--- config.mk ---
export PLATFORM = sky130hd
export DESIGN_NAME = scan_mapper
export DESIGN_NICKNAME = d
export VERILOG_FILES = /design/src/text_overlay_pkg.sv /design/src/scan_mapper.sv
export VERILOG_INCLUDE_DIRS = /design/src
export SDC_FILE = /design/constraint.sdc
export NUM_CORES = 1
export LEC_CHECK = 0
export ABC_AREA = 1
export CAP_MARGIN = 20
export CORE_UTILIZATION = 68
export CTS_CLUSTER_SIZE = 16
export DETAILED_ROUTE_END_ITERATION = 6
export DONT_BUFFER_PORTS = 1
export PLACE_DENSITY_LB_ADDON = 0.2
export SYNTH_ARGS = -nofsm -noshare
export SYNTH_HDL_FRONTEND = slang
export SYNTH_SLANG_ARGS = --single-unit
--- constraint.sdc ---
create_clock -name i_rst -period 0.89 [get_ports i_rst]
set_clock_uncertainty 0.2 [all_clocks]
set_input_delay 0.089 -clock i_rst [delete_from_list [all_inputs] [get_ports i_rst]]
set_output_delay 0.089 -clock i_rst [all_outputs]
set_load 0.02 [all_outputs]
--- src/text_overlay_macros.svh ---
`ifndef TEXT_OVERLAY_MACROS_SVH
`define TEXT_OVERLAY_MACROS_SVH

// visible raster
`define SCREEN_W 640
`define SCREEN_H 480

// cell buffer size in pixels, scrolling wraps here
`define WRAP_W 672
`define WRAP_H 512

// cell buffer size in 8x8 cells
`define CELL_COLS 84
`define CELL_ROWS 64

`define COLOR_W 12
`define PAL_SIZE 16

// alpha value for a fully opaque text area
`define ALPHA_FULL 6

// register map, palettes sit at 00h..3Fh below these
`define ADDR_SCROLL_X_LO 7'h40
`define ADDR_SCROLL_X_HI 7'h41
`define ADDR_SCROLL_Y_LO 7'h42
`define ADDR_SCROLL_Y_HI 7'h43
`define ADDR_CURSOR_ROW 7'h44
`define ADDR_CURSOR_COL 7'h45
`define ADDR_CELL_CHAR 7'h46
`define ADDR_CELL_COLORS 7'h47
`define ADDR_CELL_FG 7'h48
`define ADDR_CELL_BG 7'h49
`define ADDR_CELL_COMMIT 7'h4A
`define ADDR_ALPHA 7'h4B

`endif

--- src/text_overlay_pkg.sv ---
`include "text_overlay_macros.svh"

package text_overlay_pkg;

    // red in [11:8], green in [7:4], blue in [3:0]
    typedef logic [`COLOR_W-1:0] color_t;

    typedef struct packed {
        logic [3:0] fg_index;
        logic [3:0] bg_index;
        logic [7:0] char_code;
    } cell_t;

    typedef enum logic [3:0] {
        OP_FG_PAL,
        OP_BG_PAL,
        OP_SCROLL_X,
        OP_SCROLL_Y,
        OP_CURSOR_ROW,
        OP_CURSOR_COL,
        OP_CELL_CHAR,
        OP_CELL_COLORS,
        OP_CELL_FG,
        OP_CELL_BG,
        OP_CELL_COMMIT,
        OP_ALPHA,
        OP_NONE
    } reg_op_e;

    typedef struct packed {
        reg_op_e op;
        logic [3:0] pal_index;
        logic hi;
        logic we;
        logic [7:0] data;
    } bus_req_t;

    typedef enum logic [1:0] {
        ST_IDLE,
        ST_CELL_ACCESS,
        ST_CELL_DONE
    } fsm_state_e;

    typedef struct packed {
        logic [9:0] col;
        logic [8:0] row;
    } scan_pos_t;

    typedef struct packed {
        logic [12:0] addr;
        logic [2:0] pix_row;
        logic [2:0] pix_col;
    } cell_fetch_t;

    typedef struct packed {
        logic [7:0] char_code;
        color_t fg_color;
        color_t color;
        logic [2:0] pix_row;
        logic [2:0] pix_col;
    } pixel_t;

endpackage

--- src/scan_mapper.sv ---
`include "text_overlay_macros.svh"

module scan_mapper (
    input  logic i_rst,
    input  logic i_cpu_clk,
    input  text_overlay_pkg::scan_pos_t i_pos,
    input  logic [9:0] i_scroll_x,
    input  logic [8:0] i_scroll_y,
    output text_overlay_pkg::cell_fetch_t o_fetch
);
    import text_overlay_pkg::*;

    logic [10:0] sum_x;
    logic [9:0] sum_y;
    logic [10:0] wrap_x;
    logic [9:0] wrap_y;

    // one extra bit holds the carry before the wrap
    assign sum_x = {1'b0, i_pos.col} + {1'b0, i_scroll_x};
    assign sum_y = {1'b0, i_pos.row} + {1'b0, i_scroll_y};

    assign wrap_x = (sum_x >= 11'(`WRAP_W)) ? sum_x - 11'(`WRAP_W) : sum_x;
    assign wrap_y = (sum_y >= 10'(`WRAP_H)) ? sum_y - 10'(`WRAP_H) : sum_y;

    always_ff @(posedge i_rst or posedge i_cpu_clk) begin
        if (i_cpu_clk) begin
            o_fetch <= '0;
        end else begin
            // 8x8 cells, upper bits pick the cell
            o_fetch.addr <= {wrap_x[9:3], wrap_y[8:3]};
            o_fetch.pix_row <= wrap_y[2:0];
            o_fetch.pix_col <= wrap_x[2:0];
        end
    end

endmodule

==> results of run 1 <==
cells by family after synthesis:
logic type	after synthesis	synth area share, %
adders and majority gates	21	16.41
xor gates and xnor gates	9	4.657
and+or+nand+nor	119	35.99
AOI/OAI and AO/OA	18	6.874
DFF	19	28.09
buffers and inverters	36	7.982
per-stage QoR:
stage / setup WS [ps] / hold WS (ps) / area, sq um
2_1_floorplan: -977.9 / -159.9 / 1818
3_3_place_gp: -1012 / -194.6 / 2078
3_5_place_dp: -1230 / -171.1 / 2078
Yosys cell counts, drive strengths merged:
library cell  count  share of area [%]
nand3            19                7.2
a21oi            14                5.2
nor2             13                4.5
a21o              1               0.44
or2               1               0.37
xor2              7                3.6
ha               19                 14
o211ai            2               0.89
xnor2             2                1.0
dfrtp            19                 28
fa                2                2.4
nand2            76                 20
o21ai             1               0.30
nand4             9                3.3
nand3b            1               0.44
inv              36                8.0
==> impl_results.md, run 1 <==
* Status: aborted with a tool error
* Stopped at: 4_1_cts
* Log Error: [ERROR DPL-0038] Utilization greater than 100%, impossible to legalize
* Synthesized cell area at 0.001693 sq mm
* Post-DP HPWL at 3700 um
* Netlist cell types at 25
* Die X at 51.90 um
* Dpl cells at 280
* I/O pins at 59
* Initial Util at between 70% and 80%
* RD Place Congestion at 0.9257
* Synth Warn # at 0
* H-tree depth at 1
* Avg Inst Size Synth at 7.626 sq um
* Post-synthesis sequential area ratio at 28.09%
* Syn Inst Count at 222
* Chip height at 51.90 um
* CTS buffer count at 3
* Hold buffer count at cts at 3
* Clk sinks at 19
* Number of synthesized register bits at 19
* CTS root buffer: clkbuf_4
* Post-Syn Nets at 283
* Resize count post-CTS at 33
* Postcts setup bufs at 7
* # rows at 17
* Clock buffer depth at 2
* Port Buffers at 0
==> run 2, diff against run 1 <==
- CORE_UTILIZATION: 68 -> 40
- CTS_CLUSTER_SIZE: 16 -> unset
- PLACE_DENSITY_LB_ADDON: 0.2 -> 0.15
==> run 2 against run 1 <==
Effect of this change: the flow now finishes, with violations (hold timing, setup timing); area after synthesis is the same; synthesized cell count unchanged.
==> impl_results.md, run 2 <==
* All-layer global routing usage at around 17%
* Main synth FF type: dfrtp_1
* Slew Limit Fails at 0
* Type of the worst setup path: input port to register
* Synth cell count leaders: 62 x nand2_1, 32 x inv_1, 19 x dfrtp_1, 19 x ha_1, 15 x nand3_1
* Worst path max stage delay at ~420 ps
* Post-DP HPWL at 3047 um (-18%)
* Met2 wire len at 1843 um
* Max Fclk at about 600 MHz
* Nets at 327
* Largest net degree at the start of global routing at 19
* Avg Inst Size Synth at 7.626 sq um (unchanged)
* Worst hold slack at -235.7 ps
* Final worst slack at -764.8 ps
* Setup violators final at 32
* CP Cell Sequence: ha_4, fa_2, or2_4, nor2_2, nand3_2, nor2_4, nand2_4, nor2_4, nand2_4, nand3_4, nand2_1, nand2_1
* Utilization after layout at between 50% and 60%
* Post-synthesis mux area share at 0% (unchanged)
* Post-Syn Nets at 283 (unchanged)
* Vias in the first global route at ~1400
* CP required at 880 ps
* Most numerous cell in the Yosys netlist: nand2_1
* Worst path arrival time at 1640 ps
* GRT overflow at 0
* CP Launch Type: input port
* Final hold vios at 12
* CP max FO at 5
* First DRT Iteration DRCs at 31
* Syn Inst Count at 222 (unchanged)
* Area post-placement at 0.002151 sq mm (+3.5%)
* Status: finished, violations left
* WL met1 at between 1500 and 2000 um
* CTS root buffer: clkbuf_8
* Yosys top cell area share at 28.09% (unchanged)
* Synthesized cell area at 0.001693 sq mm (unchanged)
* Design Area, Final at 0.002380 sq mm
* Final Cycle Share at 185.9%
* Area of the multi-input gates at 0.001329 sq mm
* Synth Area in Compound Gates at 6.874% (unchanged)
* # rows at 23 (+6)
* Register area at 490.5 sq um
* Main combinational cell family by area after synthesis: simple AND/OR/NAND/NOR gates
* Most frequent cells in the layout: 52 x nand2_1, 32 x buf_4, 29 x inv_1, 15 x nand2_2
* Max FFs per register at 19
* Number of synthesized register bits at 19 (unchanged)
* Pleak at 1.198 nW
* Reg clk slew, reported paths at 70 ps
* Port Buffers at 0 (unchanged)
* CP max stage cell: fa_2
* Top sig layer: met4
* Final Critical Period at 1655 ps
* I/O pins at 59 (unchanged)
* Biggest register: o_fetch
* Top Registers: o_fetch x19
* Layout cells sized above 1 at roughly 44%
* Clk sinks at 19 (unchanged)
* Hold buffer count at cts at 1 (-2)
* RD Place Congestion at 0.7977 (-14%)
* Failing checks: hold timing, setup timing
* Final ANT Viol Nets at 0
* Adder-Cell Fraction of Synth Area at 16.41% (unchanged)
* Core footprint at 0.004029 sq mm
* Area leader, netlist: dfrtp_1
* First-pass GRT wire length at 6044 um
* Mean routed wirelength per cell at 11.55 um
* Drt total wl at 3639 um
* Area grow syn2layout at 40.58%
* CTS buffer count at 3 (unchanged)
* Initial antenna violation count at 0
* Largest cells by area after synthesis: dfrtp_1 28%, ha_1 14%, nand2_1 14%
* XOR/XNOR Fraction of Synth Area at 4.656% (unchanged)
* Peak supply drop at 0.0009753 V
* Max-cap violations at 0
* Clock buffer depth at 2 (unchanged)
* DRC violations left at 0
* Synth Warn # at 0 (unchanged)
* P per Cell Area at 1458 mW/mm^2
* Ys async rst share at 100.0% (unchanged)
* Met3 WL at 139 um
* HP Class: input port to register
* Number of synthesized flops with an enable pin at 0 (unchanged)
* N_diodes at 0
* Fill count at 370
* Most common cell after layout, fill and taps aside: nand2_1
* RSZ-0062 raised after global routing: yes
* Tightest Pin Transition at around 230 ps
* Post-synthesis sequential area ratio at 28.09% (unchanged)
* Initial Util at 42.02% (-32 points)
* Chip height at 67.06 um (+29%)
* Die area at 0.004496 sq mm
* H-tree depth at 1 (unchanged)
* Simple-Gate Fraction of Synth Area at 35.99% (unchanged)
* Vias/cell at 4.778
* Die X at 67.06 um (+29%)
* Netlist cell types at 25 (unchanged)
* CTS tree: yes
* DRT Pass-1 Iters at 4
* Vias at about 1500
* Power consumption at 0.003469 W
* Rel. slew slack at 84.71%
* CP Capture Type: register
-- run 2: cell counts after synthesis --
No cell type changed its count.
-- run 2: final timing paths --
kind                               start                     to  slack, ps  depth (start not counted)
max in group asynchronous      i_cpu_clk  o_fetch[11]$_DFF_PP0_        160                          3
min in group asynchronous      i_cpu_clk   o_fetch[4]$_DFF_PP0_        -80                          2
setup / recovery                i_pos[9]  o_fetch[15]$_DFF_PP0_       -760                         12
hold / removal             i_scroll_y[0]   o_fetch[3]$_DFF_PP0_       -240                          1
-- run 2: report_power, final --
group	switching [W]	internal (W)
clock network	0.000263	0.000318
logic	0.000779	0.000714
registers	0.000323	0.00107
-- run 2: layout make-up --
class / instances / share of cell area, %
multi-input cells: 167 / 55.84
flip-flops and latches: 19 / 20.61
repair buffers: 39 / 13.35
inverters: 36 / 5.678
well taps: 50 / 2.629
clock buffers: 4 / 1.893
-- run 2: metrics by stage --
step	setup TNS, ps	instances	worst slack [ps]
final	-6752	315	-764.8
after global routing	-8019	315	-848.7
after CTS	-7036	316	-755.0
after detailed placement	-9630	308	-1058
after global placement	-9370	308	-1036
after floorplan	-7855	222	-977.9
-- run 2: worst max-delay path: cells and delay by family --
family                   cells  cell delay [ps]
adder cells (fa/ha/maj)      2              560
AND/OR/NAND/NOR             10             1000
-- run 2: kinds of logic (layout without fill, tap and decap cells) --
kind of cell / after synthesis / after routing
AO/OA/AOI/OAI: 18 / 18
XOR/XNOR: 9 / 9
adder cells (fa/ha/maj): 21 / 21
buffers and inverters: 36 / 79
flip-flops: 19 / 19
AND/OR/NAND/NOR: 119 / 119
-- run 2: layer usage --
layer,global-route usage (%),vias to the layer above
met5,0,-
met4,2.660,0
met3,4.623,2
met2,28.75,29
met1,22.75,677
li1,-,797
-- run 2: timing repair --
item                       in CTS  in global routing
setup buffers                   4                  1
pin swaps                      19                  7
resized for setup              28                 16
hold endpoints to repair       30                 12
setup endpoints to repair      32                 32
Power figures use the tool's default switching activity.
