===== src/text_overlay_macros.svh =====
`ifndef TEXT_OVERLAY_MACROS_SVH
`define TEXT_OVERLAY_MACROS_SVH

// visible raster
`define SCREEN_W 640
`define SCREEN_H 480

// cell buffer size in pixels, scrolling wraps here
`define WRAP_W 672
`define WRAP_H 512

// cell buffer size in 8x8 cells
`define CELL_COLS 84
`define CELL_ROWS 64

`define COLOR_W 12
`define PAL_SIZE 16

// alpha value for a fully opaque text area
`define ALPHA_FULL 6

// register map, palettes sit at 00h..3Fh below these
`define ADDR_SCROLL_X_LO 7'h40
`define ADDR_SCROLL_X_HI 7'h41
`define ADDR_SCROLL_Y_LO 7'h42
`define ADDR_SCROLL_Y_HI 7'h43
`define ADDR_CURSOR_ROW 7'h44
`define ADDR_CURSOR_COL 7'h45
`define ADDR_CELL_CHAR 7'h46
`define ADDR_CELL_COLORS 7'h47
`define ADDR_CELL_FG 7'h48
`define ADDR_CELL_BG 7'h49
`define ADDR_CELL_COMMIT 7'h4A
`define ADDR_ALPHA 7'h4B

`endif


===== src/text_overlay_pkg.sv =====
`include "text_overlay_macros.svh"

package text_overlay_pkg;

    // red in [11:8], green in [7:4], blue in [3:0]
    typedef logic [`COLOR_W-1:0] color_t;

    typedef struct packed {
        logic [3:0] fg_index;
        logic [3:0] bg_index;
        logic [7:0] char_code;
    } cell_t;

    typedef enum logic [3:0] {
        OP_FG_PAL,
        OP_BG_PAL,
        OP_SCROLL_X,
        OP_SCROLL_Y,
        OP_CURSOR_ROW,
        OP_CURSOR_COL,
        OP_CELL_CHAR,
        OP_CELL_COLORS,
        OP_CELL_FG,
        OP_CELL_BG,
        OP_CELL_COMMIT,
        OP_ALPHA,
        OP_NONE
    } reg_op_e;

    typedef struct packed {
        reg_op_e op;
        logic [3:0] pal_index;
        logic hi;
        logic we;
        logic [7:0] data;
    } bus_req_t;

    typedef enum logic [1:0] {
        ST_IDLE,
        ST_CELL_ACCESS,
        ST_CELL_DONE
    } fsm_state_e;

    typedef struct packed {
        logic [9:0] col;
        logic [8:0] row;
    } scan_pos_t;

    typedef struct packed {
        logic [12:0] addr;
        logic [2:0] pix_row;
        logic [2:0] pix_col;
    } cell_fetch_t;

    typedef struct packed {
        logic [7:0] char_code;
        color_t fg_color;
        color_t color;
        logic [2:0] pix_row;
        logic [2:0] pix_col;
    } pixel_t;

endpackage


===== src/bus_access_fsm.sv =====
`include "text_overlay_macros.svh"

module bus_access_fsm (
    input  logic i_rst,
    input  logic i_cpu_clk,
    input  logic i_stb,
    input  logic i_we,
    input  logic [6:0] i_addr,
    input  logic [7:0] i_data,
    output text_overlay_pkg::bus_req_t o_req,
    output logic o_req_valid,
    output logic o_cell_en,
    output logic o_cell_we,
    output logic o_cell_latch,
    output logic o_read_ack,
    output logic o_busy
);
    import text_overlay_pkg::*;

    fsm_state_e state;
    logic cell_we_q;
    logic accept;

    // address decode, palettes take the low half of the map
    always_comb begin
        o_req.pal_index = i_addr[4:1];
        o_req.hi = i_addr[0];
        o_req.we = i_we;
        o_req.data = i_data;
        o_req.op = OP_NONE;
        if (!i_addr[6]) begin
            o_req.op = i_addr[5] ? OP_BG_PAL : OP_FG_PAL;
        end else begin
            case (i_addr)
                `ADDR_SCROLL_X_LO, `ADDR_SCROLL_X_HI: o_req.op = OP_SCROLL_X;
                `ADDR_SCROLL_Y_LO, `ADDR_SCROLL_Y_HI: o_req.op = OP_SCROLL_Y;
                `ADDR_CURSOR_ROW: o_req.op = OP_CURSOR_ROW;
                `ADDR_CURSOR_COL: o_req.op = OP_CURSOR_COL;
                `ADDR_CELL_CHAR: o_req.op = OP_CELL_CHAR;
                `ADDR_CELL_COLORS: o_req.op = OP_CELL_COLORS;
                `ADDR_CELL_FG: o_req.op = OP_CELL_FG;
                `ADDR_CELL_BG: o_req.op = OP_CELL_BG;
                `ADDR_CELL_COMMIT: o_req.op = OP_CELL_COMMIT;
                `ADDR_ALPHA: o_req.op = OP_ALPHA;
                default: o_req.op = OP_NONE;
            endcase
        end
    end

    // strobes are only taken while idle
    assign accept = i_stb && (state == ST_IDLE);

    always_ff @(posedge i_rst or posedge i_cpu_clk) begin
        if (i_cpu_clk) begin
            state <= ST_IDLE;
            cell_we_q <= 1'b0;
        end else begin
            case (state)
                ST_IDLE: begin
                    if (accept && o_req.op == OP_CELL_COMMIT) begin
                        state <= ST_CELL_ACCESS;
                        cell_we_q <= i_we;
                    end
                end
                ST_CELL_ACCESS: state <= ST_CELL_DONE;
                default: state <= ST_IDLE;
            endcase
        end
    end

    assign o_req_valid = accept;
    assign o_busy = (state != ST_IDLE);
    assign o_cell_en = (state == ST_CELL_ACCESS);
    assign o_cell_we = (state == ST_CELL_ACCESS) && cell_we_q;
    assign o_cell_latch = (state == ST_CELL_DONE);

    // plain reads ack on the strobe, cell accesses once the ram data is back
    assign o_read_ack = (accept && !i_we && o_req.op != OP_CELL_COMMIT) || o_cell_latch;

endmodule


===== config.mk =====
export PLATFORM = sky130hd
export DESIGN_NAME = bus_access_fsm
export DESIGN_NICKNAME = d
export VERILOG_FILES = /design/src/text_overlay_pkg.sv /design/src/bus_access_fsm.sv
export VERILOG_INCLUDE_DIRS = /design/src
export SDC_FILE = /design/constraint.sdc
export NUM_CORES = 1
export LEC_CHECK = 0
export BUFFER_PORTS_ARGS = -buffer_cell sky130_fd_sc_hd__buf_2
export CORE_AREA = 2 2 39 41
export CTS_CLUSTER_DIAMETER = 200
export DETAILED_ROUTE_END_ITERATION = 6
export DIE_AREA = 0 0 41 43
export GPL_TIMING_DRIVEN = 0
export PLACE_DENSITY_LB_ADDON = 0.08
export SETUP_SLACK_MARGIN = 0.05
export SYNTH_ARGS = -nofsm -noshare
export SYNTH_HDL_FRONTEND = slang
export SYNTH_SLANG_ARGS = --single-unit

===== constraint.sdc =====
create_clock -name i_rst -period 1.5 [get_ports i_rst]
set_clock_uncertainty 0.1 [all_clocks]
set_input_delay 0.3 -clock i_rst [delete_from_list [all_inputs] [get_ports i_rst]]
set_output_delay 0.3 -clock i_rst [all_outputs]
set_load 0.005 [all_outputs]

# Yosys cells after proc, flatten, opt, wreduce, memory -nomap -nowiden
# Index checks and enable logic that the tools add are counted.
[op_classes]
n_eq_ne = 17
mux = 5
n_reduce_logical = 12
[op_table]
columns = ["op", "n"]
rows = [
  ["equality test 7 bit, second input constant", 12],
  ["one-hot mux 4 bit (10 select lines)", 1],
  ["logical AND 1 bit", 5],
  ["equality test 4 bit, second input constant", 1],
  ["two-way mux 4 bit", 1],
  ["!= test 4 bit, second input constant", 1],
  ["one-hot mux 2 bit (2 select lines)", 1],
  ["OR reduction 2 bit", 2],
  ["equality test 2 x 1 -> 1 bit, second input constant", 1],
  ["equality test 2 bit, second input constant", 1],
  ["logical NOT 2 bit", 1],
  ["two-way mux 2 bit", 1],
  ["!= test 2 x 1 -> 1 bit, second input constant", 1],
  ["AND reduction 2 bit", 1],
  ["nonzero test 2 bit", 1],
  ["logical NOT 1 bit", 1],
  ["logical OR 1 bit", 1],
  ["two-way mux 1 bit", 1],
]
[totals]
register_bits = 3
input_bits = 19
output_inout_bits = 24
word_cells = 36

# Logic depth before layout (Yosys ltp)
[depth]
depth_word = 8
mapped_depth = 3
depth_no_buf = 3

# Least setup slack after synthesis
# Ideal clock, no wire load.
[synth_path]
kind = "flip-flop to flip-flop"
start = "register state[1]"
end = "register cell_we_q"
setup_ps = 125
arrival_time_ps = 1150
required_time_ps = 1275
slack_ps = 125
path_stages_with_launch = 4
n_path_buf = 0
period_less_slack_ps = 1375
path_cell_list = "dfrtp_1 nor3b_2 and3_4 mux2_4"
[synth_between]
elab_chain_len = 4
[synth_lines]
columns = ["element", "line", "source"]
rows = [
  ["start: declaration", "bus_access_fsm.sv:20", "fsm_state_e state;"],
  ["start signal: assignment", "bus_access_fsm.sv:55", "state <= ST_IDLE;"],
  ["start signal: assignment", "bus_access_fsm.sv:61", "state <= ST_CELL_ACCESS;"],
  ["start signal: assignment", "bus_access_fsm.sv:65", "ST_CELL_ACCESS: state <= ST_CELL_DONE;"],
  ["logical NOT 2 bit", "bus_access_fsm.sv:51", "assign accept = i_stb && (state == ST_IDLE);"],
  ["logical AND 1 bit", "bus_access_fsm.sv:51", ""],
  ["named net o_req_valid", "bus_access_fsm.sv:11", "output logic o_req_valid,"],
  ["logical AND 1 bit", "bus_access_fsm.sv:60", "if (accept && o_req.op == OP_CELL_COMMIT) begin"],
  ["AND reduction 2 bit (no source line)", "-", ""],
  ["end signal: assignment", "bus_access_fsm.sv:62", "cell_we_q <= i_we;"],
  ["end: declaration", "bus_access_fsm.sv:21", "logic cell_we_q;"],
]
# The timed path passes the listed nets, and every way through them passes these cells.
# A chain may end at the register's enable or synchronous reset.

# Final worst setup path
[layout_path]
start = "register state[0]"
end = "output o_read_ack"
[layout_between]
elab_chain_len = 5
word_cells_on_any_way = 6
classes_between = "1 x eq/ne; 5 x reduce/logical"
[layout_lines]
columns = ["element", "line", "source"]
rows = [
  ["logical NOT 2 bit", "bus_access_fsm.sv:51", ""],
  ["logical AND 1 bit", "bus_access_fsm.sv:51", ""],
  ["logical AND 1 bit (2 in a row)", "bus_access_fsm.sv:78", "assign o_read_ack = (accept && !i_we && o_req.op != OP_CELL_COMMIT) || o_cell_latch;"],
  ["logical OR 1 bit (*)", "bus_access_fsm.sv:78", ""],
  ["end: declaration", "bus_access_fsm.sv:15", "output logic o_read_ack,"],
]
# Mark *: on every way between the ends. The rest lies on a longest branch, timed or not.

==> flow_summary.ini <==
[run_status]
outcome = finished, violations left
violations = negative setup slack

[yosys]
ys_warn_count = 0
avgSynthCellArea_um2 = 8.15
synth_area_leader_cell = buf_4
synth.net_count = 64
synth_seq_area_share = 0.205
synth_top_area_share = 0.287
ys_types = 19
synth_cells = 45
yosys-top-cells-area = buf_4 (29%), dfrtp_1 (20%), nor2b_1 (5.1%)
synth-seq-cells = 3
synth_area_um2 = 367

[clocking]
cts_buffers = 3
root_buffer = clkbuf_4
clock-sinks = 3
clkTransAtPathRegs_ns = 0.04
clockBufferDepth = 2
cts_tree = yes
clkLatencyLatePin_ns = 0.23
htreeDepth = 1

[grt]
grt_use_total = 0.111
grt_max_degree = 8
grt_pass1_wl_um = 1330
antenna_found_initial = 0
grt_overflow_total = 0
grt_pass1_vias = 381

[routing]
drc_errors = 0
routed_wl_um = 888
detail_route.vias_per_cell = 4.28
avgRoutedWirePerCell_um = 8.79
drtPass1Iterations = 3
initialDrtViolationCount = 1
ant_nets = 0
routed-via-count = 432

[pwr]
clkPwrFrac = 0.414
sequentialPowerShare = 0.251
power.internal_mw = 0.255
p_sw_mw = 0.0847
combPwrFrac = 0.336
p_leak_nw = 0.373
p_sw_frac = 0.250
ir_drop_mv = 0.183
p_per_area_nw_per_um2 = 555

[finish]
final_cell_mix = buf_2 (33), buf_4 (15), inv_1 (4)
diodes = 0
mostFrequentLayoutCell = buf_2
drive_gt1_frac = 0.682
final_nets = 105
area_growth_pct = 66.9
final_cells = 101
design_area_um2 = 612

[placed_design]
numPortBuffers = 34
dp_hpwl_um = 721
gp_congestion = 0.737
place_inst = 95
place_area_um2 = 557

[floorplanning]
dieArea_um2 = 1760
fp.dieW_um = 41
coreArea_um2 = 1380
io_pins = 43
start_util = 0.265
die_height_um = 43
num_rows = 14

[timing]
setup_ws_ns = -0.0345
setup_viol = 1
max_freq_ghz = 0.652
tightestPinTransition_ns = 0.246
period_needed_ns = 1.53
drv_slew = 0
final.period_utilization = 1.02
final_hold_viol_count = 0
maxSlewHeadroom = 0.836
rsz0062_at_grt = true

[setup_path]
crit_arrival_ns = 1.13
path_max_fanout = 5
worstSetupPathType = reg2out
end_kind = output port
required_ns = 1.10
r2r_slack_ns = 0.04
startpoint = state[0]$_DFFE_PP0P_
crit_end = o_read_ack
r2r-end = cell_we_q$_DFFE_PP0P_
startpoint_type = flop
r2r_cells = 4
r2r-start = state[0]$_DFFE_PP0P_

[job]
maxCapViolations = 0

[worst_hold_path]
hold_class = in2reg
==> stage by stage <==
step / TNS [ns] / power [mW] / util / worst slack, ns / hold slack, ns
global route: -0.157 / 0.369 / 0.442 / -0.0908 / 0.256
CTS: -0.0425 / 0.349 / 0.439 / -0.0425 / 0.248
floorplan: 0 / 0.143 / - / 0.125 / -0.0464
global placement: -0.0328 / 0.194 / 0.402 / -0.0328 / 0.0677
detailed placement: -0.0500 / 0.194 / 0.402 / -0.0500 / 0.0661
finish: -0.0345 / 0.339 / 0.442 / -0.0345 / 0.246
==> power by group through the flow <==
stage | clock network (mW) | registers (mW) | logic, mW
2_1_floorplan | 0 | 0.0856 | 0.0570
5_1_grt | 0.158 | 0.0850 | 0.126
3_5_place_dp | 0 | 0.0859 | 0.108
4_1_cts | 0.149 | 0.0850 | 0.114
3_3_place_gp | 0 | 0.0860 | 0.108
6_report | 0.140 | 0.0850 | 0.114
==> worst min-delay path by stage <==
stage                          from                     to  depth (start not counted)
after CTS                      i_we  cell_we_q$_DFFE_PP0P_                          2
after global placement    i_cpu_clk  cell_we_q$_DFFE_PP0P_                          2
after global routing           i_we  cell_we_q$_DFFE_PP0P_                          2
final                          i_we  cell_we_q$_DFFE_PP0P_                          2
after floorplan           i_cpu_clk  cell_we_q$_DFFE_PP0P_                          1
after detailed placement  i_cpu_clk   state[0]$_DFFE_PP0P_                          2
==> layer usage <==
layer	up-vias	track usage	routed length [um]	part of all wire
li1	216	-	-	-
met1	178	0.125	353	0.40
met2	36	0.169	413	0.47
met3	2	0.0157	109	0.12
met4	0	0.100	12	0.014
met5	-	0	0	0
==> area by class of cell <==
class	instances	area [um^2]
well taps	16	20.0
multi-input cells	24	176
plain buffers	14	105
clock buffers	4	26.3
flip-flops and latches	3	75.1
repair buffers	36	194
fillers	144	772
inverters	4	15.0
==> sequential cells by signal, indices dropped and copies added (netlist names) <==
signal	cells
cell_we_q	1
state	2
==> worst max-delay path, stage by stage, from the launching register on <==
cell and delay (ns):
dfrtp_1 0.40, nor3b_2 0.22, a31o_1 0.17, buf_2 0.11
==> synthesized netlist by cell type (all sizes together) <==
library cell	number
a21oi	2
mux2	1
and2	1
and4bb	1
a31o	1
dfrtp	3
inv	4
nand2	3
o22ai	1
a21boi	1
buf	14
nor3b	3
or2	1
and3	1
o31a	1
xor2	1
nor2b	3
nor2	3
==> logic make-up (layout without fill, tap and decap cells) <==
| group | after synthesis | after routing | share of synthesized area |
|---|---|---|---|
| buffers and inverters | 18 | 58 | 0.328 |
| and+or+nand+nor | 16 | 16 | 0.287 |
| AOI/OAI and AO/OA | 6 | 6 | 0.116 |
| DFF | 3 | 3 | 0.205 |
| xor gates and xnor gates | 1 | 1 | 0.0239 |
| muxes | 1 | 1 | 0.0409 |
==> timing repair <==
item	CTS	global route
buffers inserted	1	0
endpoints found under the hold margin	3	0
gates resized for setup	1	1
endpoints found under the setup margin	4	6
hold buffers	1	0
pin swaps	3	0
Note: power is estimated with default switching activity, not from simulation.
