===== src/text_overlay_macros.svh =====
`ifndef TEXT_OVERLAY_MACROS_SVH
`define TEXT_OVERLAY_MACROS_SVH

// visible raster
`define SCREEN_W 640
`define SCREEN_H 480

// cell buffer size in pixels, scrolling wraps here
`define WRAP_W 672
`define WRAP_H 512

// cell buffer size in 8x8 cells
`define CELL_COLS 84
`define CELL_ROWS 64

`define COLOR_W 12
`define PAL_SIZE 16

// alpha value for a fully opaque text area
`define ALPHA_FULL 6

// register map, palettes sit at 00h..3Fh below these
`define ADDR_SCROLL_X_LO 7'h40
`define ADDR_SCROLL_X_HI 7'h41
`define ADDR_SCROLL_Y_LO 7'h42
`define ADDR_SCROLL_Y_HI 7'h43
`define ADDR_CURSOR_ROW 7'h44
`define ADDR_CURSOR_COL 7'h45
`define ADDR_CELL_CHAR 7'h46
`define ADDR_CELL_COLORS 7'h47
`define ADDR_CELL_FG 7'h48
`define ADDR_CELL_BG 7'h49
`define ADDR_CELL_COMMIT 7'h4A
`define ADDR_ALPHA 7'h4B

`endif


===== src/text_overlay_pkg.sv =====
`include "text_overlay_macros.svh"

package text_overlay_pkg;

    // red in [11:8], green in [7:4], blue in [3:0]
    typedef logic [`COLOR_W-1:0] color_t;

    typedef struct packed {
        logic [3:0] fg_index;
        logic [3:0] bg_index;
        logic [7:0] char_code;
    } cell_t;

    typedef enum logic [3:0] {
        OP_FG_PAL,
        OP_BG_PAL,
        OP_SCROLL_X,
        OP_SCROLL_Y,
        OP_CURSOR_ROW,
        OP_CURSOR_COL,
        OP_CELL_CHAR,
        OP_CELL_COLORS,
        OP_CELL_FG,
        OP_CELL_BG,
        OP_CELL_COMMIT,
        OP_ALPHA,
        OP_NONE
    } reg_op_e;

    typedef struct packed {
        reg_op_e op;
        logic [3:0] pal_index;
        logic hi;
        logic we;
        logic [7:0] data;
    } bus_req_t;

    typedef enum logic [1:0] {
        ST_IDLE,
        ST_CELL_ACCESS,
        ST_CELL_DONE
    } fsm_state_e;

    typedef struct packed {
        logic [9:0] col;
        logic [8:0] row;
    } scan_pos_t;

    typedef struct packed {
        logic [12:0] addr;
        logic [2:0] pix_row;
        logic [2:0] pix_col;
    } cell_fetch_t;

    typedef struct packed {
        logic [7:0] char_code;
        color_t fg_color;
        color_t color;
        logic [2:0] pix_row;
        logic [2:0] pix_col;
    } pixel_t;

endpackage


===== src/raster_counter.sv =====
`include "text_overlay_macros.svh"

module raster_counter (
    input  logic i_rst,
    input  logic i_cpu_clk,
    output text_overlay_pkg::scan_pos_t o_pos
);
    import text_overlay_pkg::*;

    logic col_last;
    logic row_last;

    assign col_last = (o_pos.col == 10'(`SCREEN_W - 1));
    assign row_last = (o_pos.row == 9'(`SCREEN_H - 1));

    always_ff @(posedge i_rst or posedge i_cpu_clk) begin
        if (i_cpu_clk) begin
            o_pos <= '0;
        end else if (col_last) begin
            o_pos.col <= '0;
            // row steps once per line
            o_pos.row <= row_last ? 9'd0 : o_pos.row + 9'd1;
        end else begin
            o_pos.col <= o_pos.col + 10'd1;
        end
    end

endmodule


===== config.mk =====
export PLATFORM = sky130hd
export DESIGN_NAME = raster_counter
export DESIGN_NICKNAME = d
export VERILOG_FILES = /design/src/text_overlay_pkg.sv /design/src/raster_counter.sv
export VERILOG_INCLUDE_DIRS = /design/src
export SDC_FILE = /design/constraint.sdc
export NUM_CORES = 1
export LEC_CHECK = 0
export CAP_MARGIN = 20
export CORE_UTILIZATION = 35
export CTS_CLUSTER_DIAMETER = 80
export DETAILED_ROUTE_END_ITERATION = 7
export DONT_BUFFER_PORTS = 1
export PLACE_DENSITY = 0.49
export SLEW_MARGIN = 40
export SYNTH_ARGS = -nofsm -noshare
export SYNTH_HDL_FRONTEND = slang
export SYNTH_SLANG_ARGS = --single-unit

===== constraint.sdc =====
create_clock -name i_rst -period 2.51 [get_ports i_rst]
set_input_delay 0.502 -clock i_rst [delete_from_list [all_inputs] [get_ports i_rst]]
set_output_delay 0.502 -clock i_rst [all_outputs]
set_load 0.05 [all_outputs]

[Yosys cells after proc, flatten, opt, wreduce, memory -nomap -nowiden]
Cells that the tools add are included.
W data, S select, Z words.
Storage, ports and cells
  bits in registers: 19
  input bits: 2
  output and inout port bits: 19
  word-level logic and storage cells: 8
Operators by class
  $add $sub $neg: 2
  equal/unequal tests: 2
  muxes and demuxes: 2
Operators by type and width (count)
  $add A10 B1 Y10 const B: 1
  $eq A10 B10 Y1 const B: 1
  $mux W10: 1
  $add A9 B1 Y9 const B: 1
  $eq A9 B9 Y1 const B: 1
  $mux W9: 1

[Longest topological paths before layout]
Gate-level depths: netlist (run 1).
  depth in word-level cells: 2
  gate-level depth with buffers: 6
  depth with buffers taken out: 5

[Worst setup path before layout (run 1)]
No wires, ideal clock.
  kind: register -> register
  start: reg o_pos[9] (netlist bit)
  end: reg o_pos[7] (netlist bit)
  library setup time: 118 ps
  arrival time: 2099 ps
  required time: 2392 ps
  path slack: 293 ps
  stages on the path, launching flop included: 7
  clock period less this slack: 2217 ps
  path through: dfrtp_1 ha_1 nand4_4 or4_4 buf_6 a21o_1 a21o_1
Between the ends
  cells in the longest elaborated chain, start to end: 1
Ends and longest elaborated chain
  start, declared: RTL line raster_counter.sv:6  | output text_overlay_pkg::scan_pos_t o_pos
  $eq A10 B10 Y1: RTL line raster_counter.sv:13  | assign col_last = (o_pos.col == 10'(`SCREEN_W - 1));
No other way between the ends.
A chain may end at the register's enable or synchronous reset.

[Final worst setup path (run 1)]
  start: reg o_pos[9] (netlist bit)
  end: reg o_pos[6] (netlist bit)
Same word-level chain as after synthesis.

==> metrics.md, run 1 <==
| Metric | Value |
|---|---|
| Status | finished, final reports clean |
| Final nets | approximately 120 |
| Row count | 18 |
| CP Cell Sequence | ha_1 -> nand4_4 -> or4_4 -> or3_1 -> o21ai_0 |
| Pwr dens | between 400 and 500 nW/um^2 |
| HPWL Detailed | between 1000 and 1500 um |
| CP max FO | 11 |
| Area of the multi-input gates | between 400 and 500 um^2 |
| Crit path DAT | between 2000 and 2500 ps |
| Final hold vios | 0 |
| First DRT Iteration DRCs | 17 |
| Clock buffer depth | 2 |
| DRC violations left | 0 |
| Final WL | 1900 um |
| First-pass GRT wire length | 3080 um |
| Bufs and invs on worst path | 0 |
| Finished Cell Area | between 1000 and 1500 um^2 |
| Post-synth EDFFs | 0 |
| Hold Path Class | primary input to async pin |
| Vias per inst | 5.10 |
| Root Buffer Master | clkbuf_4 |
| Clk_lat worst skew | ~300 ps |
| Setup Buffers After CTS | 0 |
| Final setup violation count | 0 |
| Initial antenna violation count | 0 |
| Inserted Clock Buffers | 3 |
| Synthesized flop and latch total | 19 |
| Setup TNS Final | 0 ps |
| Area grow syn2layout | 17.4% |
| Antenna diodes | 0 |
| Worst path max stage delay | between 600 and 700 ps |
| Dpl cell area | between 1000 and 1500 um^2 |
| Fmax | between 500 and 600 MHz |
| Met1 Usage GRT | between 20 and 25% |
| Max reg flops | 19 |
| CTS resizes | 0 |
| Worst Setup Path Type | register to register |
| Post-synth top area share | 49.8% |
| Global routing usage on met2 | 21.5% |
| Fillcell total | 254 |
| Int Power | approximately 0.00037 W |
| Layout cell share with drive strength beyond 1 | a little over a fifth |
| RSZ-0062 raised after global routing | no |
| Core area | ~2500 um^2 |
| Die H | 54.2 um |
| Critical Path End Type | register |
| DRT Pass-1 Iters | 4 |
| Clock share of power | approximately a third |
| Async set-reset flop share out of synthesis | 100% |
| Crit path max-delay family | simple AND/OR/NAND/NOR gates |
| WP data required | roughly 2700 ps |
| Sw Pwr | ~0.00011 W |
| Max-slew violations | 0 |
| Synth warn | 0 |
| Most Crowded Layer GR | met2 |
| Antenna-violating nets left | 0 |
| Regs by FF count | o_pos x19 |
| Register area share after synthesis | approximately half |
| Final period demand of the worst path | ~1900 ps |
| Die area | about 2900 um^2 |
| Die X | around 54 um |
| CTS Hold Buffers Added | 0 |
| Synth Flop Type | dfrtp_1 |
| Number of global-route vias before repair | roughly 700 |
| Top reg by flops | o_pos |
| Max Cap Viol | 0 |
| Layout Utilization | roughly 44% |
| Largest net degree at the start of global routing | 20 |
| CP Launch Type | register |
| List of most frequent post-synthesis cells | dfrtp_1, nand2_1, nand3_1 |
| Initial core utilization | between 30 and 40% |
| Count leader, synth | dfrtp_1 |
| Leakage | 0.509 nW |
| Tot GR Track Use | 15.0% |
| Distinct cells, synth | 29 |
| CTS tree | yes |
| Htree depth | 1 |
| FF-to-FF setup slack | approximately 600 ps |
| Cell accounting for the most synthesized area | dfrtp_1 |
| Seq pwr share | between 60% and 70% |
| Final Cycle Share | 76.1% |
| IO Port Bufs | 0 |
| Worst Skew | roughly 12 ps |
| GRT met3 Usage | under 10% |
| Switching Share | about 22% |
| Logic pwr share | around 1.2% |
| Rel. slew slack | between 50 and 60% |
| Wirelength per Cell | 13.5 um |
| Via count | approximately 700 |
| IO Count | 21 |
| Crit-path slowest cell | or4_4 |
| Gr ovfl total | 0 |
| Register area | ~480 um^2 |
| Max rail drop VDD | between 0.0003 and 0.0004 V |
| Sink Count | 19 |
| Slew @ Worst Pin | about 670 ps |
| Mean Syn Cell Area | between 10 and 15 um^2 |
| Syn Std Cell Area | ~950 um^2 |
| Synth Instances | slightly above 90 |
| Placer Congestion | roughly 0.78 |
| Synth area leaders | dfrtp_1, xnor2_1, nand3_1 |
| Clock Pin Slew Worst Setup and Hold Paths | around 120 ps |
| Mapped Nets | between 90 and 100 |
==> final cells by class <==
type	instances	area share, %
tap	30	3.35
sequential	19	42.4
inverter	4	1.34
clock buffer	3	2.01
timing repair buffer	15	10.0
multi-input combinational	69	40.4
clock inverter	1	0.446
==> routing by layer <==
layer | vias to the layer above | part of all wire (%)
li1 | 367 | -
met1 | 335 | 51
met2 | 15 | 44
met3 | 2 | 4.6
met4 | 0 | 0.68
met5 | - | 0
==> cell families after synthesis <==
logic type | after synthesis | synth area share (%)
xor gates and xnor gates | 9 | 8.26
buffers and inverters | 5 | 2.75
DFF | 19 | 49.8
adders and majority gates | 2 | 2.62
and+or+nand+nor | 44 | 26.7
AOI/OAI and AO/OA | 14 | 9.83
==> final timing paths <==
path / start / to / cells past startpoint
min: i_cpu_clk / o_pos[10] / 1
min reg2reg: o_pos[10] / o_pos[10] / 2
max reg2reg: o_pos[9] / o_pos[6] / 5
max in group asynchronous: i_cpu_clk / o_pos[18] / 1
max: o_pos[9] / o_pos[6] / 5
min in group i_rst: o_pos[10] / o_pos[10] / 2
==> power by group through the flow <==
stage | clock network, W | logic (W) | registers, W
final | 0.000159 | 0.00000576 | 0.000306
after CTS | 0.000167 | 0.00000686 | 0.000306
after global routing | 0.000175 | 0.00000739 | 0.000306
after floorplan | 0 | 0.00000459 | 0.000312
after global placement | 0 | 0.00000663 | 0.000312
after detailed placement | 0 | 0.00000649 | 0.000312
==> through the flow <==
stage	setup slack (ps)	hold WS (ps)	std cells	power [W]
final	599	77.4	141	0.000471
after floorplan	293	453	93	0.000316
after global placement	673	566	137	0.000319
after CTS	590	233	141	0.000479
after detailed placement	640	557	137	0.000318
after global routing	509	116	141	0.000488
==> cells in the final DEF, fill, tap and decap left out <==
cell / n
o31ai_1: 2
nand2b_1: 2
a21oi_1: 2
nor4_4: 1
and4_1: 1
o22ai_1: 1
and2_2: 1
nor3b_1: 1
clkinv_1: 1
or3_1: 1
a21o_1: 2
nor2b_1: 1
nand4_4: 1
or4_4: 1
dfrtp_1: 19
nor2_1: 7
xnor2_1: 6
and3_1: 4
o21a_1: 1
ha_1: 2
nor3_1: 1
inv_1: 3
o31a_2: 1
o21ai_0: 4
buf_4: 15
xor2_1: 3
o32a_1: 1
nand4_1: 1
nand2_1: 12
nand3_1: 9
clkbuf_4: 3
clkinv_2: 1
Note: power is estimated with default switching activity, not from simulation.
==> inputs of run 2 (changes only) <==
--- a/config.mk
+++ b/config.mk
@@ -11,7 +11,7 @@
 export CTS_CLUSTER_DIAMETER = 80
 export DETAILED_ROUTE_END_ITERATION = 7
 export DONT_BUFFER_PORTS = 1
-export PLACE_DENSITY = 0.49
+export PLACE_DENSITY = 0.51
 export SLEW_MARGIN = 40
 export SYNTH_ARGS = -nofsm -noshare
 export SYNTH_HDL_FRONTEND = slang
==> constraint.sdc (replaced) <==
create_clock -name i_rst -period 1.6 [get_ports i_rst]
set_input_delay 0.32 -clock i_rst [delete_from_list [all_inputs] [get_ports i_rst]]
set_output_delay 0.32 -clock i_rst [all_outputs]
set_load 0.05 [all_outputs]
==> run 2 against run 1 <==
The run now ends with setup timing left. Power rose by 61%. Clock power up 65%. Die area is the same.
==> metrics.md, run 2 (synthesis gave the netlist of run 1 again) <==
| Metric | Value |
|---|---|
| Placer Congestion | 0.762 (-1.6%) |
| Pwr dens | 564 nW/um^2 (+34%) |
| Worst R2R Start | o_pos[9] |
| Layout cell share with drive strength beyond 1 | 45.8% (+24 points) |
| CP Launch Type | register |
| Root Buffer Master | clkbuf_4 |
| Dpl cell area | 1220 um^2 (+12%) |
| Top reg by flops | o_pos |
| Antenna-violating nets left | 0 (unchanged) |
| Core area | 2520 um^2 (unchanged) |
| Bufs and invs on worst path | 2 (+2) |
| RSZ-0062 raised after global routing | yes |
| Slew @ Worst Pin | 332 ps (-335 ps) |
| Crit-path slowest cell | dfrtp_2 |
| Die area | 2940 um^2 (unchanged) |
| Crit path depth | 7 (+2) |
| Leakage | 0.620 nW (+22%) |
| Initial antenna violation count | 0 (unchanged) |
| Global routing usage on met2 | 24.8% (+3.3 points) |
| Fmax | 618 MHz (+18%) |
| Clk_lat worst skew | 320 ps (+20 ps) |
| Final hold vios | 0 (unchanged) |
| Regs by FF count | o_pos x19 |
| HPWL Detailed | 1520 um (+5.3%) |
| Crit Reg-Reg Endpoint | o_pos[2] |
| Gr ovfl total | 0 (unchanged) |
| Largest net degree at the start of global routing | 20 (unchanged) |
| Die H | 54.2 um (unchanged) |
| WP data required | 1820 ps (-910 ps) |
| FF-to-FF setup slack | -20 ps (-620 ps) |
| Worst setup path startpoint | o_pos[9] |
| IO Port Bufs | 0 (unchanged) |
| Overall power | 0.000757 W (+61%) |
| Number of global-route vias before repair | 774 (+13%) |
| Final worst setup slack | -17.8 ps (-617 ps) |
| Antenna diodes | 0 (unchanged) |
| Vias per inst | 5.06 (-0.85%) |
| Final setup violation count | 2 (+2) |
| Row count | 18 (unchanged) |
| Initial core utilization | 37.8% (unchanged) |
| Clock buffer depth | 2 (unchanged) |
| Rel. slew slack | 77.7% (+22 points) |
| Failing checks | setup timing |
| Die X | 54.2 um (unchanged) |
| Max rail drop VDD | 0.000390 V (-2.5%) |
| Htree depth | 1 (unchanged) |
| CP max FO | 4 (-7) |
| Status | complete, but fails checks |
| Area grow syn2layout | 40.6% |
| Final Cycle Share | 101% (+25 points) |
| Wirelength per Cell | 13.5 um (+0.50%) |
| Crit path DAT | 1840 ps (-290 ps) |
| IO Count | 21 (unchanged) |
| Final WL | 2180 um (+15%) |
| CTS tree | yes |
| Critical Path End Type | register |
| Max-slew violations | 0 (unchanged) |
| Layout Utilization | 53.2% (+8.8 points) |
| Hold Path Class | primary input to async pin |
| Most frequent cells in the layout | buf_4, nand2_1, dfrtp_1, nand3_1, dfrtp_2 |
| Met1 Usage GRT | 23.2% (+2.4 points) |
| Post-placement setup slack | 5.05 ps (-635 ps) |
| DRC violations left | 0 (unchanged) |
| GRT met3 Usage | 3.06% (-3.9 points) |
| Crit path max-delay family | simple AND/OR/NAND/NOR gates |
| Worst path max stage delay | 400 ps (-220 ps) |
| Via count | 814 (+13%) |
| First-pass GRT wire length | 3440 um (+12%) |
| Most Crowded Layer GR | met2 |
| CP Cell Sequence | ha_4 -> nand4_4 -> buf_6 -> nor4_4 -> buf_4 -> nand2_2 -> xnor2_2 |
| Final nets | 136 (+17%) |
| First DRT Iteration DRCs | 10 (-7) |
| Clock Pin Slew Worst Setup and Hold Paths | 120 ps (about the same) |
| Final period demand of the worst path | 1620 ps (-293 ps) |
| Worst Setup Path Type | register to register |
| DRT Pass-1 Iters | 4 (unchanged) |
| Setup crit end | o_pos[2] |
| Worst Skew | 10.6 ps (-1.28 ps) |
| Max Cap Viol | 0 (unchanged) |
| Commonest non-fill, non-tap cell in the layout | buf_4 |
| Sink Count | 19 (unchanged) |
| Inserted Clock Buffers | 3 (unchanged) |
| Tot GR Track Use | 17.0% (+1.9 points) |
| Max reg flops | 19 (unchanged) |
| Worst-case reg-to-reg path depth | 7 (+2) |
| Finished Cell Area | 1340 um^2 (+20%) |
[run 2: cell count changes in the layout (fill, tap and decap cells not counted), moves of 2 or more]
cell and change:
buf_4 +16, dfrtp_1 -9, dfrtp_2 +9, buf_6 +3, o21ai_0 -3, nand2_1 -2, nand2_2 +2, o21ai_1 +2
[run 2: worst register-to-register path, cell delays in order, from the launching register on]
cell and delay [ps]:
dfrtp_2 400, ha_4 150, nand4_4 80, buf_6 140, nor4_4 370, buf_4 180
nand2_2 60, xnor2_2 120
[run 2: final cells by class]
| type | instances | area (um^2) |
|---|---|---|
| clock inverter | 1 | 5.00 |
| clock buffer | 3 | 22.5 |
| inverter | 4 | 15.0 |
| fill | 244 | 1180 |
| sequential | 19 | 487 |
| timing repair buffer | 35 | 277 |
| multi-input combinational | 69 | 499 |
| tap | 30 | 37.5 |
[run 2: layer usage]
metal  up-vias  routed length [um]
met1       388                1070
met2        17                 947
met4         0                  57
met5         -                   0
li1        404                   -
met3         5                 107
[run 2: worst min path at each step]
| stage | from | endpoint | slack, ps | depth (start not counted) |
|---|---|---|---|---|
| after floorplan | i_cpu_clk | o_pos[0] | 270 | 1 |
| after global placement | i_cpu_clk | o_pos[1] | 260 | 2 |
| after detailed placement | i_cpu_clk | o_pos[1] | 250 | 2 |
| after CTS | i_cpu_clk | o_pos[1] | 440 | 3 |
| after global routing | i_cpu_clk | o_pos[1] | 480 | 3 |
| final | i_cpu_clk | o_pos[1] | 460 | 3 |
[run 2: stage by stage]
step	hold WS, ps	instances	TNS [ps]
floorplan	271	93	-1150
global placement	256	151	0
detailed placement	251	151	0
CTS	443	156	-11.0
global route	479	161	-767
finish	457	161	-28.2
[run 2: power by group]
part / internal, W / switching, W
Combinational: 0.00000344 / 0.00000984
Sequential: 0.000480 / 0
Clock: 0.0000937 / 0.000170
[run 2: repair_timing]
action                                  CTS  global route
buffers inserted                          0             5
endpoints found under the setup margin    2             8
hold endpoints to repair                 19             0
gates resized for setup                   1            10
hold buffers                              1             0
pin swaps                                 0             7
gates cloned                              0             0
